--- src/hdl/isa_pkg.sv ---
// instruction set definitions
package isa_pkg;

    ////////////////////////////////////////////////////////////
    // widths
    ////////////////////////////////////////////////////////////
    localparam int WORD_W    = 16;
    localparam int REG_IDX_W = 3;
    localparam int OPCODE_W  = 5;

    typedef logic [WORD_W-1:0]    word_t;
    typedef logic [REG_IDX_W-1:0] reg_idx_t;

    // opcode lives in instr[15:11], unlisted values are illegal
    typedef enum logic [OPCODE_W-1:0] {
        OP_HALT = 5'b00000,
        OP_J    = 5'b00100,
        OP_ADDI = 5'b01000,
        OP_BEQZ = 5'b01100,
        OP_BNEZ = 5'b01101,
        OP_ST   = 5'b10000,
        OP_LD   = 5'b10001,
        OP_LBI  = 5'b11000,
        OP_ADD  = 5'b11001,
        OP_SUB  = 5'b11010,
        OP_AND  = 5'b11011,
        OP_XOR  = 5'b11100
    } opcode_t;

    ////////////////////////////////////////////////////////////
    // field positions
    ////////////////////////////////////////////////////////////
    localparam int OP_LSB = 11;
    localparam int RS_LSB = 8;
    localparam int RT_LSB = 5;
    localparam int RD_LSB = 2;

    // immediates all start at bit 0
    localparam int IMM5_W   = 5;
    localparam int IMM8_W   = 8;
    localparam int DISP11_W = 11;

    // destinations: r-type writes rd, addi and ld write rt, lbi writes rs
    // st stores rt at rs + imm5

endpackage

--- src/hdl/ctrl_pkg.sv ---
// control word and stage selects
package ctrl_pkg;

    typedef enum logic [2:0] {
        ALU_ADD,
        ALU_SUB,
        ALU_AND,
        ALU_XOR,
        ALU_PASS_B
    } alu_op_t;

    // second alu operand
    typedef enum logic {
        SRC_B_REG,
        SRC_B_IMM
    } src_b_t;

    typedef enum logic {
        WB_ALU,
        WB_MEM
    } wb_sel_t;

    typedef enum logic [1:0] {
        PC_SEQ,
        PC_BRANCH,
        PC_JUMP,
        PC_HOLD
    } pc_sel_t;

    typedef struct packed {
        alu_op_t alu_op;
        src_b_t  src_b;
        wb_sel_t wb_sel;
        logic    reg_we;
        logic    mem_we;
        logic    mem_re;
        logic    is_branch;
        logic    branch_on_zero;
        logic    is_jump;
        logic    halt;
        logic    illegal;
    } ctrl_t;

    // one finished instruction, seen by the testbench
    typedef struct packed {
        logic              valid;
        isa_pkg::word_t    pc;
        logic              reg_we;
        isa_pkg::reg_idx_t wr_reg;
        isa_pkg::word_t    wr_data;
        logic              mem_we;
        isa_pkg::word_t    mem_addr;
        isa_pkg::word_t    mem_wdata;
    } retire_t;

endpackage

--- src/hdl/execute.sv ---
// alu and branch resolution
`timescale 1ns/1ps

module execute (
    input  ctrl_pkg::ctrl_t ctrl,
    input  isa_pkg::word_t  rs_data,
    input  isa_pkg::word_t  rt_data,
    input  isa_pkg::word_t  imm,
    input  isa_pkg::word_t  pc_plus,
    output isa_pkg::word_t  alu_out,
    output logic            branch_taken,
    output isa_pkg::word_t  branch_target,
    output isa_pkg::word_t  jump_target
);
    import isa_pkg::*;
    import ctrl_pkg::*;

    word_t alu_b;
    word_t branch_disp;
    word_t jump_disp;
    logic  rs_zero;

    ////////////////////////////////////////////////////////////
    // alu
    ////////////////////////////////////////////////////////////
    assign alu_b = (ctrl.src_b == SRC_B_IMM) ? imm : rt_data;

    // 16-bit wraparound, no flags
    always_comb begin
        case (ctrl.alu_op)
            ALU_ADD:    alu_out = rs_data + alu_b;
            ALU_SUB:    alu_out = rs_data - alu_b;
            ALU_AND:    alu_out = rs_data & alu_b;
            ALU_XOR:    alu_out = rs_data ^ alu_b;
            ALU_PASS_B: alu_out = alu_b;
            default:    alu_out = '0;
        endcase
    end

    ////////////////////////////////////////////////////////////
    // branch condition and targets
    ////////////////////////////////////////////////////////////
    assign rs_zero      = (rs_data == '0);
    assign branch_taken = ctrl.is_branch && (rs_zero == ctrl.branch_on_zero);

    // branch displacement is 8 bits, jump displacement 11
    assign branch_disp = {{(WORD_W-IMM8_W){imm[IMM8_W-1]}}, imm[IMM8_W-1:0]};
    assign jump_disp   = {{(WORD_W-DISP11_W){imm[DISP11_W-1]}}, imm[DISP11_W-1:0]};

    assign branch_target = pc_plus + branch_disp;
    assign jump_target   = pc_plus + jump_disp;

endmodule

--- config.mk ---
export PLATFORM = sky130hd
export DESIGN_NAME = execute
export DESIGN_NICKNAME = d
export VERILOG_FILES = /design/src/hdl/isa_pkg.sv /design/src/hdl/ctrl_pkg.sv /design/src/hdl/execute.sv
export SDC_FILE = /design/constraint.sdc
export NUM_CORES = 1
export LEC_CHECK = 0
export BUFFER_PORTS_ARGS = -buffer_cell sky130_fd_sc_hd__clkbuf_2
export CORE_MARGIN = 4
export CORE_UTILIZATION = 45
export DETAILED_ROUTE_END_ITERATION = 12
export MAX_ROUTING_LAYER = met4
export PLACE_DENSITY = 0.77
export SLEW_MARGIN = 0
export SYNTH_ARGS = -nofsm -noshare
export SYNTH_HDL_FRONTEND = slang
export SYNTH_SLANG_ARGS = --single-unit
export TNS_END_PERCENT = 20
--- constraint.sdc ---
create_clock -name vclk -period 18.41
set_clock_uncertainty 0.2 [all_clocks]
set_input_delay 5.523 -clock vclk [all_inputs]
set_output_delay 5.523 -clock vclk [all_outputs]
set_load 0.02 [all_outputs]
Word level (Yosys, flattened, before mapping)
Cells that the tools add are included.
{"block": "totals", "ff_bits": 0, "elab_cells": 16, "inputBits": 77, "output_inout_bits": 49}
{"block": "classes", "n_bitwise": 2, "n_addsub": 4, "eq_ne": 5, "reduce_logical": 3, "mux": 2}
{"op": "case mux 16 bit (5 select lines)", "count": 1}
{"op": "adder 16 bit", "count": 3}
{"op": "AND 16 bit", "count": 1}
{"op": "logical NOT 16 bit", "count": 1}
{"op": "two-way mux 16 bit", "count": 1}
{"op": "subtractor 16 bit", "count": 1}
{"op": "bitwise XOR 16 bit", "count": 1}
{"op": "== test 3 x 2 -> 1 bit, second input constant", "count": 2}
{"op": "== test 3 x 1 -> 1 bit, second input constant", "count": 1}
{"op": "== test 3 bit, second input constant", "count": 1}
{"op": "logical NOT 3 bit", "count": 1}
{"op": "== test 1 bit", "count": 1}
{"op": "logical AND 1 bit", "count": 1}

Longest topological paths before layout
{"block": "depth", "word_depth": 3, "depth_mapped": 18}

Worst setup path after synthesis
Ideal clock, no wire load.
{"block": "synth_path", "path_type": "input to output", "startpoint": "in ctrl[9] (netlist name)", "endpoint": "out alu_out[15]", "slack_ps": 3552, "required_ps": 12687, "arrival_time_ps": 9135, "cell_stages": 18, "path_buffers": 3, "path_cell_list": "buf_6 buf_2 buf_1 mux2_2 inv_1 ha_1 or4b_1 nor2_1 nor2_1 a31oi_1 xor2_1 ha_1 a21o_1 a21o_1 a21oi_1 o21ai_0 xnor2_1 o221ai_1"}
{"block": "synth_via", "elab_chain_cells": 3, "elab_cells_between_ends": 6, "cone_classes": "2 x add/sub; 2 x mux; 2 x bitwise"}
{"element": "from (decl)", "line": "execute.sv:5", "rtl": "input ctrl_pkg::ctrl_t ctrl,"}
{"element": "two-way mux 16 bit (*)", "line": "execute.sv:26", "rtl": "assign alu_b = (ctrl.src_b == SRC_B_IMM) ? imm : rt_data;"}
{"element": "subtractor 16 bit, or another cell as far along", "line": "execute.sv:32", "rtl": "ALU_SUB: alu_out = rs_data - alu_b;"}
{"element": "case mux 16 bit (5 select lines) (*)", "line": "execute.sv:30", "rtl": "case (ctrl.alu_op)"}
{"element": "to (decl)", "line": "execute.sv:10", "rtl": "output isa_pkg::word_t alu_out,"}
Mark *: on every way between the ends. The rest lies on a longest branch, timed or not.

Worst setup path after layout
Ends and elaborated chain as after synthesis.

==> flow_metrics.env <==
export IMPL_vias=3528
export IMPL_holdBufCountCts=0
export IMPL_yosysTopAreaCell="ha_1"
export IMPL_drive_gt1_frac=0.2785
export IMPL_path_class="in -> out"
export IMPL_cts_resized=0
export IMPL_synth_cell_types=56
export IMPL_power_density_mw_per_mm2=46.36
export IMPL_leakagePower_uw=0.001811
export IMPL_rows=29
export IMPL_globalRouteTotalUtil=0.2204
export IMPL_ant_nets=0
export IMPL_maxSlewViolCount=0
export IMPL_rsz0062_at_grt="false"
export IMPL_postCtsSetupBuffers=0
export IMPL_grt_overflow_total=0
export IMPL_cp_max_fo=26
export IMPL_grt_pass1_wl_um=15190
export IMPL_drv_cap=0
export IMPL_die_w_um=90.42
export IMPL_hold_depth=3
export IMPL_hpwl_um=7803
export IMPL_seq_cell_count=0
export IMPL_worst_ep_required_time_ps=12690
export IMPL_viasPerCell=5.939
export IMPL_mappedNetlistArea_mm2=0.003057
export IMPL_grt_antenna_before_repair=0
export IMPL_synth_cells=419
export IMPL_die_y_um=90.42
export IMPL_hold_path_startpoint="ctrl[4]"
export IMPL_io_buffers=119
export IMPL_hold_end="branch_taken"
export IMPL_final_clkbuf_count=0
export IMPL_worst_ep_arrival_time_ps=9350
export IMPL_seq_area_frac_synth=0
export IMPL_fmax_mhz=66.34
export IMPL_drt_initial_drc_count=135
export IMPL_core_area_mm2=0.006459
export IMPL_min_path_type="in -> out"
export IMPL_worst_pin_slew_ps=1274
export IMPL_grt_pass1_vias=3302
export IMPL_synth_common_cells="ha_1, a21oi_1, nor2_1"
export IMPL_post_route_period_util=0.8188
export IMPL_layout_min_cycle_time_ps=15070
export IMPL_setup_worst_path_start_class="input pin"
export IMPL_syn_num_nets=552
export IMPL_seq_area_um2=0
export IMPL_setup_viol=0
export IMPL_tns_ps=0
export IMPL_worstSetupEndpointType="output port"
export IMPL_wl_per_cell_um=15.78
export IMPL_io_pins=126
export IMPL_place_gp_congestion=0.9315
export IMPL_hold_violations=0
export IMPL_grt_max_degree=27
export IMPL_synthTopCellsByArea="ha_1, xnor2_1, a21oi_1, xor2_1, o21ai_0"
export IMPL_synth_warnings=0
export IMPL_synth_most_common_cell="ha_1"
export IMPL_drt_wl_total_um=9375
export IMPL_drc=0
export IMPL_syn_avg_cell_area_um2=7.295
export IMPL_final_nets=652
export IMPL_yosysTopAreaCellShare=0.2210
export IMPL_antenna_cells=0
export IMPL_max_slew_margin_rel=0.1490
export IMPL_final_cells=594
export IMPL_status="finished clean"
export IMPL_start_util=0.4733
export IMPL_fp_dieArea_mm2=0.008175
export IMPL_ir_drop_uv=20.34
export IMPL_placed_cells=594
export IMPL_syn2layout_area_growth_pct=18.91
export IMPL_dr_pass1_iters=5
[critical path, cell delays in order]
cell and delay [ps]:
clkbuf_2 460, mux2_2 440, inv_1 70, ha_1 200, or4b_1 480, nor2_1 110, nor2_1 90, a31oi_1 190
xor2_1 200, ha_1 310, a21o_1 220, a21o_1 180, a21oi_1 130, o21ai_0 110, xnor2_1 140, o221ai_1 260
clkbuf_2 230
[final cells by class]
cell class         instances  area (um^2)
well taps                 77        96.34
fillers                  637         2824
repair buffers           120        603.1
inverters                 18        67.56
multi-input cells        379         2868
[layout by cell type, fill, tap and decap left out, drive strengths merged, types with 11 or more instances in the layout]
master	synthesis	final
mux2	14	14
xnor2	31	31
nor2	33	33
nand2	27	27
inv	18	18
clkbuf	9	119
a21oi	37	37
xor2	18	18
a22oi	16	16
o21ai	30	30
ha	54	54
a21o	11	11
[how the worst max path moves through the flow]
stage	startpoint	to	slack, ps	cells after the start
4_1_cts	ctrl[9]	alu_out[15]	3370	17
5_1_grt	ctrl[9]	alu_out[15]	3050	17
6_report	ctrl[9]	alu_out[15]	3340	17
3_5_place_dp	ctrl[9]	alu_out[15]	3390	17
2_1_floorplan	ctrl[9]	alu_out[15]	3550	18
3_3_place_gp	ctrl[9]	alu_out[15]	3410	17
[stage by stage]
stage	utilization	power (uW)	hold WS (ps)	setup slack, ps	area, um^2
final	0.5628	168.5	11180	3336	3635
after global routing	0.5628	184.6	11200	3051	3635
after CTS	0.5628	167.9	11180	3367	3635
after detailed placement	0.5628	167.0	11180	3393	3635
after global placement	0.5628	163.6	11180	3408	3635
after floorplan	-	123.6	11030	3552	3057
[per-layer routing]
layer | up-vias | global-route usage | share of wire
met5 | - | - | 0
met4 | 0 | 0.01403 | 0.0030
met3 | 6 | 0.02333 | 0.082
met2 | 144 | 0.3933 | 0.47
met1 | 1621 | 0.2803 | 0.44
li1 | 1757 | - | -
[power breakdown]
| part | switching (uW) | total [uW] | internal (uW) |
|---|---|---|---|
| combinational | 101 | 169 | 67.8 |
| clock | 0 | 0 | 0 |
| sequential | 0 | 0 | 0 |
| total | 101 | 169 | 67.8 |
[kinds of logic after synthesis]
logic type      synth area share
xor+xnor                  0.1404
simple gates              0.1891
mux                      0.06918
buf+inv                  0.06181
fa+ha+maj                 0.2341
compound gates            0.3054
Note: power is estimated with default switching activity, not from simulation.
