`src/hdl/isa_pkg.sv`:
```
// instruction set definitions
package isa_pkg;

    ////////////////////////////////////////////////////////////
    // widths
    ////////////////////////////////////////////////////////////
    localparam int WORD_W    = 16;
    localparam int REG_IDX_W = 3;
    localparam int OPCODE_W  = 5;

    typedef logic [WORD_W-1:0]    word_t;
    typedef logic [REG_IDX_W-1:0] reg_idx_t;

    // opcode lives in instr[15:11], unlisted values are illegal
    typedef enum logic [OPCODE_W-1:0] {
        OP_HALT = 5'b00000,
        OP_J    = 5'b00100,
        OP_ADDI = 5'b01000,
        OP_BEQZ = 5'b01100,
        OP_BNEZ = 5'b01101,
        OP_ST   = 5'b10000,
        OP_LD   = 5'b10001,
        OP_LBI  = 5'b11000,
        OP_ADD  = 5'b11001,
        OP_SUB  = 5'b11010,
        OP_AND  = 5'b11011,
        OP_XOR  = 5'b11100
    } opcode_t;

    ////////////////////////////////////////////////////////////
    // field positions
    ////////////////////////////////////////////////////////////
    localparam int OP_LSB = 11;
    localparam int RS_LSB = 8;
    localparam int RT_LSB = 5;
    localparam int RD_LSB = 2;

    // immediates all start at bit 0
    localparam int IMM5_W   = 5;
    localparam int IMM8_W   = 8;
    localparam int DISP11_W = 11;

    // destinations: r-type writes rd, addi and ld write rt, lbi writes rs
    // st stores rt at rs + imm5

endpackage

```
`src/hdl/ctrl_pkg.sv`:
```
// control word and stage selects
package ctrl_pkg;

    typedef enum logic [2:0] {
        ALU_ADD,
        ALU_SUB,
        ALU_AND,
        ALU_XOR,
        ALU_PASS_B
    } alu_op_t;

    // second alu operand
    typedef enum logic {
        SRC_B_REG,
        SRC_B_IMM
    } src_b_t;

    typedef enum logic {
        WB_ALU,
        WB_MEM
    } wb_sel_t;

    typedef enum logic [1:0] {
        PC_SEQ,
        PC_BRANCH,
        PC_JUMP,
        PC_HOLD
    } pc_sel_t;

    typedef struct packed {
        alu_op_t alu_op;
        src_b_t  src_b;
        wb_sel_t wb_sel;
        logic    reg_we;
        logic    mem_we;
        logic    mem_re;
        logic    is_branch;
        logic    branch_on_zero;
        logic    is_jump;
        logic    halt;
        logic    illegal;
    } ctrl_t;

    // one finished instruction, seen by the testbench
    typedef struct packed {
        logic              valid;
        isa_pkg::word_t    pc;
        logic              reg_we;
        isa_pkg::reg_idx_t wr_reg;
        isa_pkg::word_t    wr_data;
        logic              mem_we;
        isa_pkg::word_t    mem_addr;
        isa_pkg::word_t    mem_wdata;
    } retire_t;

endpackage

```
`src/hdl/reg_file.sv`:
```
// register file
`timescale 1ns/1ps

module reg_file (
    input  logic              clk,
    input  logic              rst_n,
    input  isa_pkg::reg_idx_t rd_a,
    input  isa_pkg::reg_idx_t rd_b,
    input  logic              we,
    input  isa_pkg::reg_idx_t wr_reg,
    input  isa_pkg::word_t    wr_data,
    output isa_pkg::word_t    data_a,
    output isa_pkg::word_t    data_b
);
    import isa_pkg::*;

    localparam int NUM_REGS = 2 ** REG_IDX_W;

    word_t regs [NUM_REGS];

    // r0 is a normal register here
    always_ff @(posedge clk or negedge rst_n) begin
        if (!rst_n) begin
            for (int i = 0; i < NUM_REGS; i++) begin
                regs[i] <= '0;
            end
        end else if (we) begin
            regs[wr_reg] <= wr_data;
        end
    end

    // reads see the old value during a same-cycle write
    assign data_a = regs[rd_a];
    assign data_b = regs[rd_b];

endmodule

```
`src/hdl/decode.sv`:
```
// instruction decode
`timescale 1ns/1ps

module decode (
    input  logic              clk,
    input  logic              rst_n,
    input  isa_pkg::word_t    instr,
    input  logic              halted,
    input  isa_pkg::word_t    wb_data,
    output ctrl_pkg::ctrl_t   ctrl,
    output isa_pkg::word_t    rs_data,
    output isa_pkg::word_t    rt_data,
    output isa_pkg::word_t    imm,
    output isa_pkg::reg_idx_t wr_reg
);
    import isa_pkg::*;
    import ctrl_pkg::*;

    opcode_t  opcode;
    reg_idx_t rs;
    reg_idx_t rt;
    reg_idx_t rd;
    word_t    imm5_ext;
    word_t    imm8_ext;
    word_t    disp11_ext;
    ctrl_t    c;

    assign opcode = opcode_t'(instr[OP_LSB +: OPCODE_W]);
    assign rs     = instr[RS_LSB +: REG_IDX_W];
    assign rt     = instr[RT_LSB +: REG_IDX_W];
    assign rd     = instr[RD_LSB +: REG_IDX_W];

    // sign extension
    assign imm5_ext   = {{(WORD_W-IMM5_W){instr[IMM5_W-1]}}, instr[IMM5_W-1:0]};
    assign imm8_ext   = {{(WORD_W-IMM8_W){instr[IMM8_W-1]}}, instr[IMM8_W-1:0]};
    assign disp11_ext = {{(WORD_W-DISP11_W){instr[DISP11_W-1]}}, instr[DISP11_W-1:0]};

    ////////////////////////////////////////////////////////////
    // control decoder
    ////////////////////////////////////////////////////////////
    always_comb begin
        c        = '0;
        c.alu_op = ALU_ADD;
        c.src_b  = SRC_B_REG;
        c.wb_sel = WB_ALU;
        imm      = imm5_ext;
        wr_reg   = rd;
        case (opcode)
            OP_ADD, OP_SUB, OP_AND, OP_XOR: begin
                c.reg_we = 1'b1;
                case (opcode)
                    OP_SUB:  c.alu_op = ALU_SUB;
                    OP_AND:  c.alu_op = ALU_AND;
                    OP_XOR:  c.alu_op = ALU_XOR;
                    default: c.alu_op = ALU_ADD;
                endcase
            end
            OP_ADDI: begin
                c.src_b  = SRC_B_IMM;
                c.reg_we = 1'b1;
                wr_reg   = rt;
            end
            OP_LBI: begin
                c.alu_op = ALU_PASS_B;
                c.src_b  = SRC_B_IMM;
                c.reg_we = 1'b1;
                imm      = imm8_ext;
                wr_reg   = rs;
            end
            OP_LD: begin
                c.src_b  = SRC_B_IMM;
                c.wb_sel = WB_MEM;
                c.reg_we = 1'b1;
                c.mem_re = 1'b1;
                wr_reg   = rt;
            end
            OP_ST: begin
                c.src_b  = SRC_B_IMM;
                c.mem_we = 1'b1;
            end
            OP_BEQZ, OP_BNEZ: begin
                c.is_branch      = 1'b1;
                c.branch_on_zero = (opcode == OP_BEQZ);
                imm              = imm8_ext;
            end
            OP_J: begin
                c.is_jump = 1'b1;
                imm       = disp11_ext;
            end
            OP_HALT: c.halt = 1'b1;
            default: c.illegal = 1'b1;
        endcase
        // no register writes once the core has stopped
        c.reg_we = c.reg_we & ~halted;
        ctrl     = c;
    end

    reg_file reg_file_i (
        .clk     (clk),
        .rst_n   (rst_n),
        .rd_a    (rs),
        .rd_b    (rt),
        .we      (ctrl.reg_we),
        .wr_reg  (wr_reg),
        .wr_data (wb_data),
        .data_a  (rs_data),
        .data_b  (rt_data)
    );

    a_we_exclusive: assert property (
        @(posedge clk) disable iff (!rst_n) !(ctrl.reg_we && ctrl.mem_we)
    );

endmodule

```
`config.mk`:
```
export PLATFORM = sky130hd
export DESIGN_NAME = decode
export DESIGN_NICKNAME = d
export VERILOG_FILES = /design/src/hdl/isa_pkg.sv /design/src/hdl/ctrl_pkg.sv /design/src/hdl/reg_file.sv /design/src/hdl/decode.sv
export SDC_FILE = /design/constraint.sdc
export NUM_CORES = 1
export LEC_CHECK = 0
export BUFFER_PORTS_ARGS = -buffer_cell sky130_fd_sc_hd__buf_2
export CORE_MARGIN = 8
export CORE_UTILIZATION = 58
export DETAILED_ROUTE_END_ITERATION = 8
export HOLD_SLACK_MARGIN = 0.1
export MAX_ROUTING_LAYER = met4
export PLACE_DENSITY = 0.8
export SLEW_MARGIN = 40
export SYNTH_ARGS = -nofsm -noshare
export SYNTH_HDL_FRONTEND = slang
export SYNTH_SLANG_ARGS = --single-unit
```
`constraint.sdc`:
```
create_clock -name clk -period 3.3 [get_ports clk]
set_input_delay 0.66 -clock clk [delete_from_list [all_inputs] [get_ports clk]]
set_output_delay 0.66 -clock clk [all_outputs]
set_load 0.02 [all_outputs]
```
### Word-level counts from Yosys, hierarchy flattened

Cells that the tools add are included.

* bits of input ports: 35
* logic and storage cells: 58
* flip-flop bits (word level): 128
* output and inout bits: 64

* bitwise logic cells: 5
* $lt $le $gt $ge: 4
* mux-type cells: 21
* equality and inequality tests: 11
* reductions and logical operators: 9

Operators by type and width (count)
* $bwmux W128: 1
* $bmux W16 S3: 2
* $mux W16: 5
* $demux W16 S3: 1
* $eq A5 B5 Y1 const B: 7
* $pmux W16 S2: 1
* $eq A5 B4 Y1 const B: 3
* $ge A4 B4 Y1 const B: 3
* $not A3 Y4: 3
* $pmux W3 S2: 2
* $reduce_or A12 Y1: 1
* $reduce_or A4 Y1: 2
* $mux W1: 7
* $reduce_or A7 Y1: 1
* $pmux W2 S3: 1
* $eq A5 B3 Y1 const B: 1
* $logic_not A5 Y1: 1
* $lt A4 B1 Y1 const B: 1
* $reduce_or A2 Y1: 2
* $reduce_or A3 Y1: 1
* $mux W2: 1
* $and A1 B1 Y1: 1
* $logic_and A1 B1 Y1: 1
* $not A1 Y1: 1

### Logic depth before layout (Yosys ltp)

* depth after elaboration: 9
* depth in mapped cells: 10

### Modules after synthesis

Synthesis repeated with hierarchy kept, for this count alone.

* cells, all modules: 471
* area total of the unflattened synthesis: 7518.5 sq um

Modules (own cells, without submodules)
* reg_file: area each 7000.5 sq um, instances 1, cells an instance 393
* decode: area each 518.0 sq um, instances 1, cells an instance 78

### Worst setup path before layout

OpenSTA, ideal clock, no wires.

* path type: input to output
* start point: input port instr[12]
* end point: output port imm[11]
* buffers on the path: 2
* stages on the path: 8
* data arrival time: 2415 ps
* slack: 225 ps
* data required time: 2640 ps
* path through: clkbuf_1 -> nor2_1 -> nand2_1 -> nor2_1 -> or3b_2 -> nand2_1 -> a21o_1 -> buf_4

* longest elaborated chain between the ends: 3
* elaborated cells on any way between the ends: 6
* classes of those cells: 4 x eq/ne; 1 x mux; 1 x reduce/logical

Ends and longest elaborated chain
* start: declaration: RTL line decode.sv:7 `input isa_pkg::word_t instr,`
* $eq A5 B4 Y1 or $eq A5 B5 Y1 (tied branches): RTL line decode.sv:48 `case (opcode)`
* $reduce_or A3 Y1 (no line)
* $pmux W16 S2 (*): RTL line decode.sv:48
* end: declaration: RTL line decode.sv:13 `output isa_pkg::word_t imm,`

Mark *: on every way between the ends. The rest lies on a longest branch, timed or not.

### Final worst setup path

* start point: input port instr[12]
* end point: output port imm[10]

Same word-level chain as after synthesis.

==> run metrics <==
CP required=about 2600 ps; post-DP HPWL=10590 microns; VDD IR max=just over 300 uV; Max Cap Viol=0; n_diodes=0; final slew viol count=0; worst endpoint data arrival time=around 2300 ps; Row Count=40; DRT Wirelength=approximately 17000 microns; Synth cell types=42; total gr overflow=0; Post-Syn Nets=504; Crit. Startpoint=instr[12]; r2r startpoint=reg_file_i.regs[85]; WS Path Type=input port to output port; Syn Area/Cell=around 15 sq um; TNS Setup=0 ps; vias=roughly 4700; chip height=~130 microns; Ports=99; total power=roughly 6000 uW; area leader, netlist=dfrtp_1; nets=approximately 580; Yosys Warn Count=0; Max Buffers Root-to-Sink=2; Syn Inst Count=around 470; DR iter-0 viols=around 320; switching part of the total=0.2761; antenna-violating nets left=0; Post-Syn Area=between 7000 and 8000 sq um; worst reg-to-reg path cell count=1; Sw Pwr=around 1700 uW; worst skew pair latency=~400 ps; Synth top area share=0.4447; internal power=about 4400 uW; Post-synth top cells=mux2_2 (156), dfrtp_1 (128), mux4_2 (64); #FFs+latches synth=128; Worst Hold Class=input port to async pin; RSZ-0062 raised after global routing=no; Tmin final=2989 ps; die area=about 16000 sq um; power share of the combinational group=0.258; count leader, synth=mux2_2; fmax=~330 MHz; Max Clock Skew=0 ps; post-layout util=0.7032; Design Area, Final=~8500 sq um; Core Area=12060 sq um; Die W=127.4 microns; status=finished clean; # fillers=~760; post-cts hold buffer count=0; Worst-path clk slew=60 ps; top flop regs=reg_file_i.regs x128; top post-synthesis cells by area=dfrtp_1 (44%), mux2_2 (24%), mux4_2 (20%); Setup violations, final=0; PwrDens=~710 nW/um^2; worst-path cell chain=buf_2 > nor2_1 > nand2_1 > nor2_1 > or3b_2 > nand2_1 > a21o_1 > buf_2; Post-synth EDFFs=0; count of final hold-check violations=0; clk root buf=clkbuf_16; global-route wire length before repair=27900 microns; CTS sink cnt=~130; Worst R2R Setup Slack=2480 ps; final hold slack=241.4 ps; leak pwr=0.003890 uW; TritonCTS buffer count=17; sequential group share of total power=0.384; post-CTS sizing=0; initial antenna violation count=0; share of layout cells above drive strength 1=0.6631; max incr delay on CP=between 500 and 600 ps; Clock power frac=0.358; Pre-Repair DR Iteration Count=4; initial core utilization=0.5972; CTS H-tree depth=4; Seq/Total Area, Yosys=0.4447; reg-to-reg endpoint=reg_file_i.regs[85]; Setup crit end kind=output port; largest net degree at the start of global routing=90; Setup crit end=imm[10]; max reg flops=roughly 130; P&R area growth vs syn=17.75%; I/O Buffers=94; Worst Setup Start Kind=input port; CP max stage cell=or3b_2; Worst Path Max Fanout=12; GRT Overall Usage=0.2274; Largest Register=reg_file_i.regs; TritonCTS clock tree=done; ys flop type=dfrtp_1; relative slew slack=0.5838; Tcrit/Tclk final=0.9056; post-CTS setup buffer count=0; worst-margin pin slew=between 600 and 700 ps; routed length per instance=around 24 microns; placed inst area=7796 sq um; routed vias/inst=around 6.4; vias in the first global route=5065; Remaining DRCs=0; ys async rst share=1.000; placer congestion estimate=slightly above 0.8
logic make-up (layout without fill, tap and decap cells):
logic type | Yosys count | in the layout | synth area share
AO/OA/AOI/OAI | 20 | 20 | 0.02171
XOR/XNOR | 1 | 1 | 0.001216
buffers and inverters | 49 | 141 | 0.04221
flip-flops | 128 | 128 | 0.4447
multiplexers | 224 | 224 | 0.4502
AND/OR/NAND/NOR | 47 | 47 | 0.03995
final cells by class:
| cell class | instances | area, sq um | share of cell area |
|---|---|---|---|
| clock buffers | 19 | 452.9 | 0.05340 |
| clock inverters | 13 | 232.7 | 0.02744 |
| inverters | 3 | 11.26 | 0.001328 |
| multi-input cells | 292 | 3696 | 0.4358 |
| flip-flops and latches | 128 | 3203 | 0.3776 |
| well taps | 168 | 210.2 | 0.02478 |
| repair buffers | 106 | 675.6 | 0.07966 |
through the flow:
| stage | instances | setup WS [ps] |
|---|---|---|
| final | 729 | 311.4 |
| after global routing | 729 | 172.2 |
| after CTS | 729 | 349.2 |
| after detailed placement | 697 | 209.5 |
| after global placement | 697 | 314.6 |
| after floorplan | 469 | 225.2 |
power by group through the flow:
stage	Sequential, uW	Clock (uW)	Combinational, uW
global placement	2250	0	1500
global route	2360	2250	1650
finish	2310	2150	1550
floorplan	2200	0	1200
CTS	2300	2180	1570
detailed placement	2300	0	1550
layout by cell type (no fill, tap or decap), drive strengths merged:
master | synthesis | layout
mux4 | 64 | 64
a211o | 1 | 1
a2bb2oi | 1 | 1
and3 | 4 | 4
a211oi | 1 | 1
nor2b | 4 | 4
a21oi | 2 | 2
a221o | 2 | 2
o21ai | 4 | 4
nand2b | 4 | 4
clkinv | 0 | 5
nor3 | 6 | 6
dfrtp | 128 | 128
or3b | 2 | 2
and2 | 1 | 1
a22oi | 1 | 1
a2111oi | 1 | 1
inv | 3 | 4
buf | 36 | 106
nor3b | 1 | 1
nor2 | 7 | 7
mux2 | 160 | 160
nand3b | 2 | 2
bufinv | 0 | 6
o21a | 1 | 1
clkbuf | 10 | 19
a221oi | 1 | 1
and2b | 1 | 1
nand2 | 14 | 14
or2 | 1 | 1
clkinvlp | 0 | 1
a21o | 4 | 4
a31oi | 1 | 1
xnor2 | 1 | 1
worst min-delay path by stage:
stage	start	end	slack [ps]	cells past startpoint
2_1_floorplan	rst_n	reg_file_i.regs[0]	360	0
3_3_place_gp	reg_file_i.regs[30]	reg_file_i.regs[30]	480	1
3_5_place_dp	reg_file_i.regs[45]	reg_file_i.regs[45]	510	1
4_1_cts	rst_n	reg_file_i.regs[112]	250	1
5_1_grt	rst_n	reg_file_i.regs[116]	270	1
6_report	rst_n	reg_file_i.regs[99]	240	1
critical path: cells and delay by family:
family | cells | cell delay (ps)
AOI/OAI and AO/OA | 1 | 180
buffers and inverters | 2 | 440
and+or+nand+nor | 5 | 1030
per-layer routing:
layer  up-vias  global-route usage  wire length, microns
met5         -                   -                     0
met4         0             0.07558                   146
met3        15             0.05033                  1071
met1      2505              0.2808                  7387
met2       169              0.3666                  8747
li1       1967                   -                     -
No activity file was read; power rests on OpenSTA's default activity.
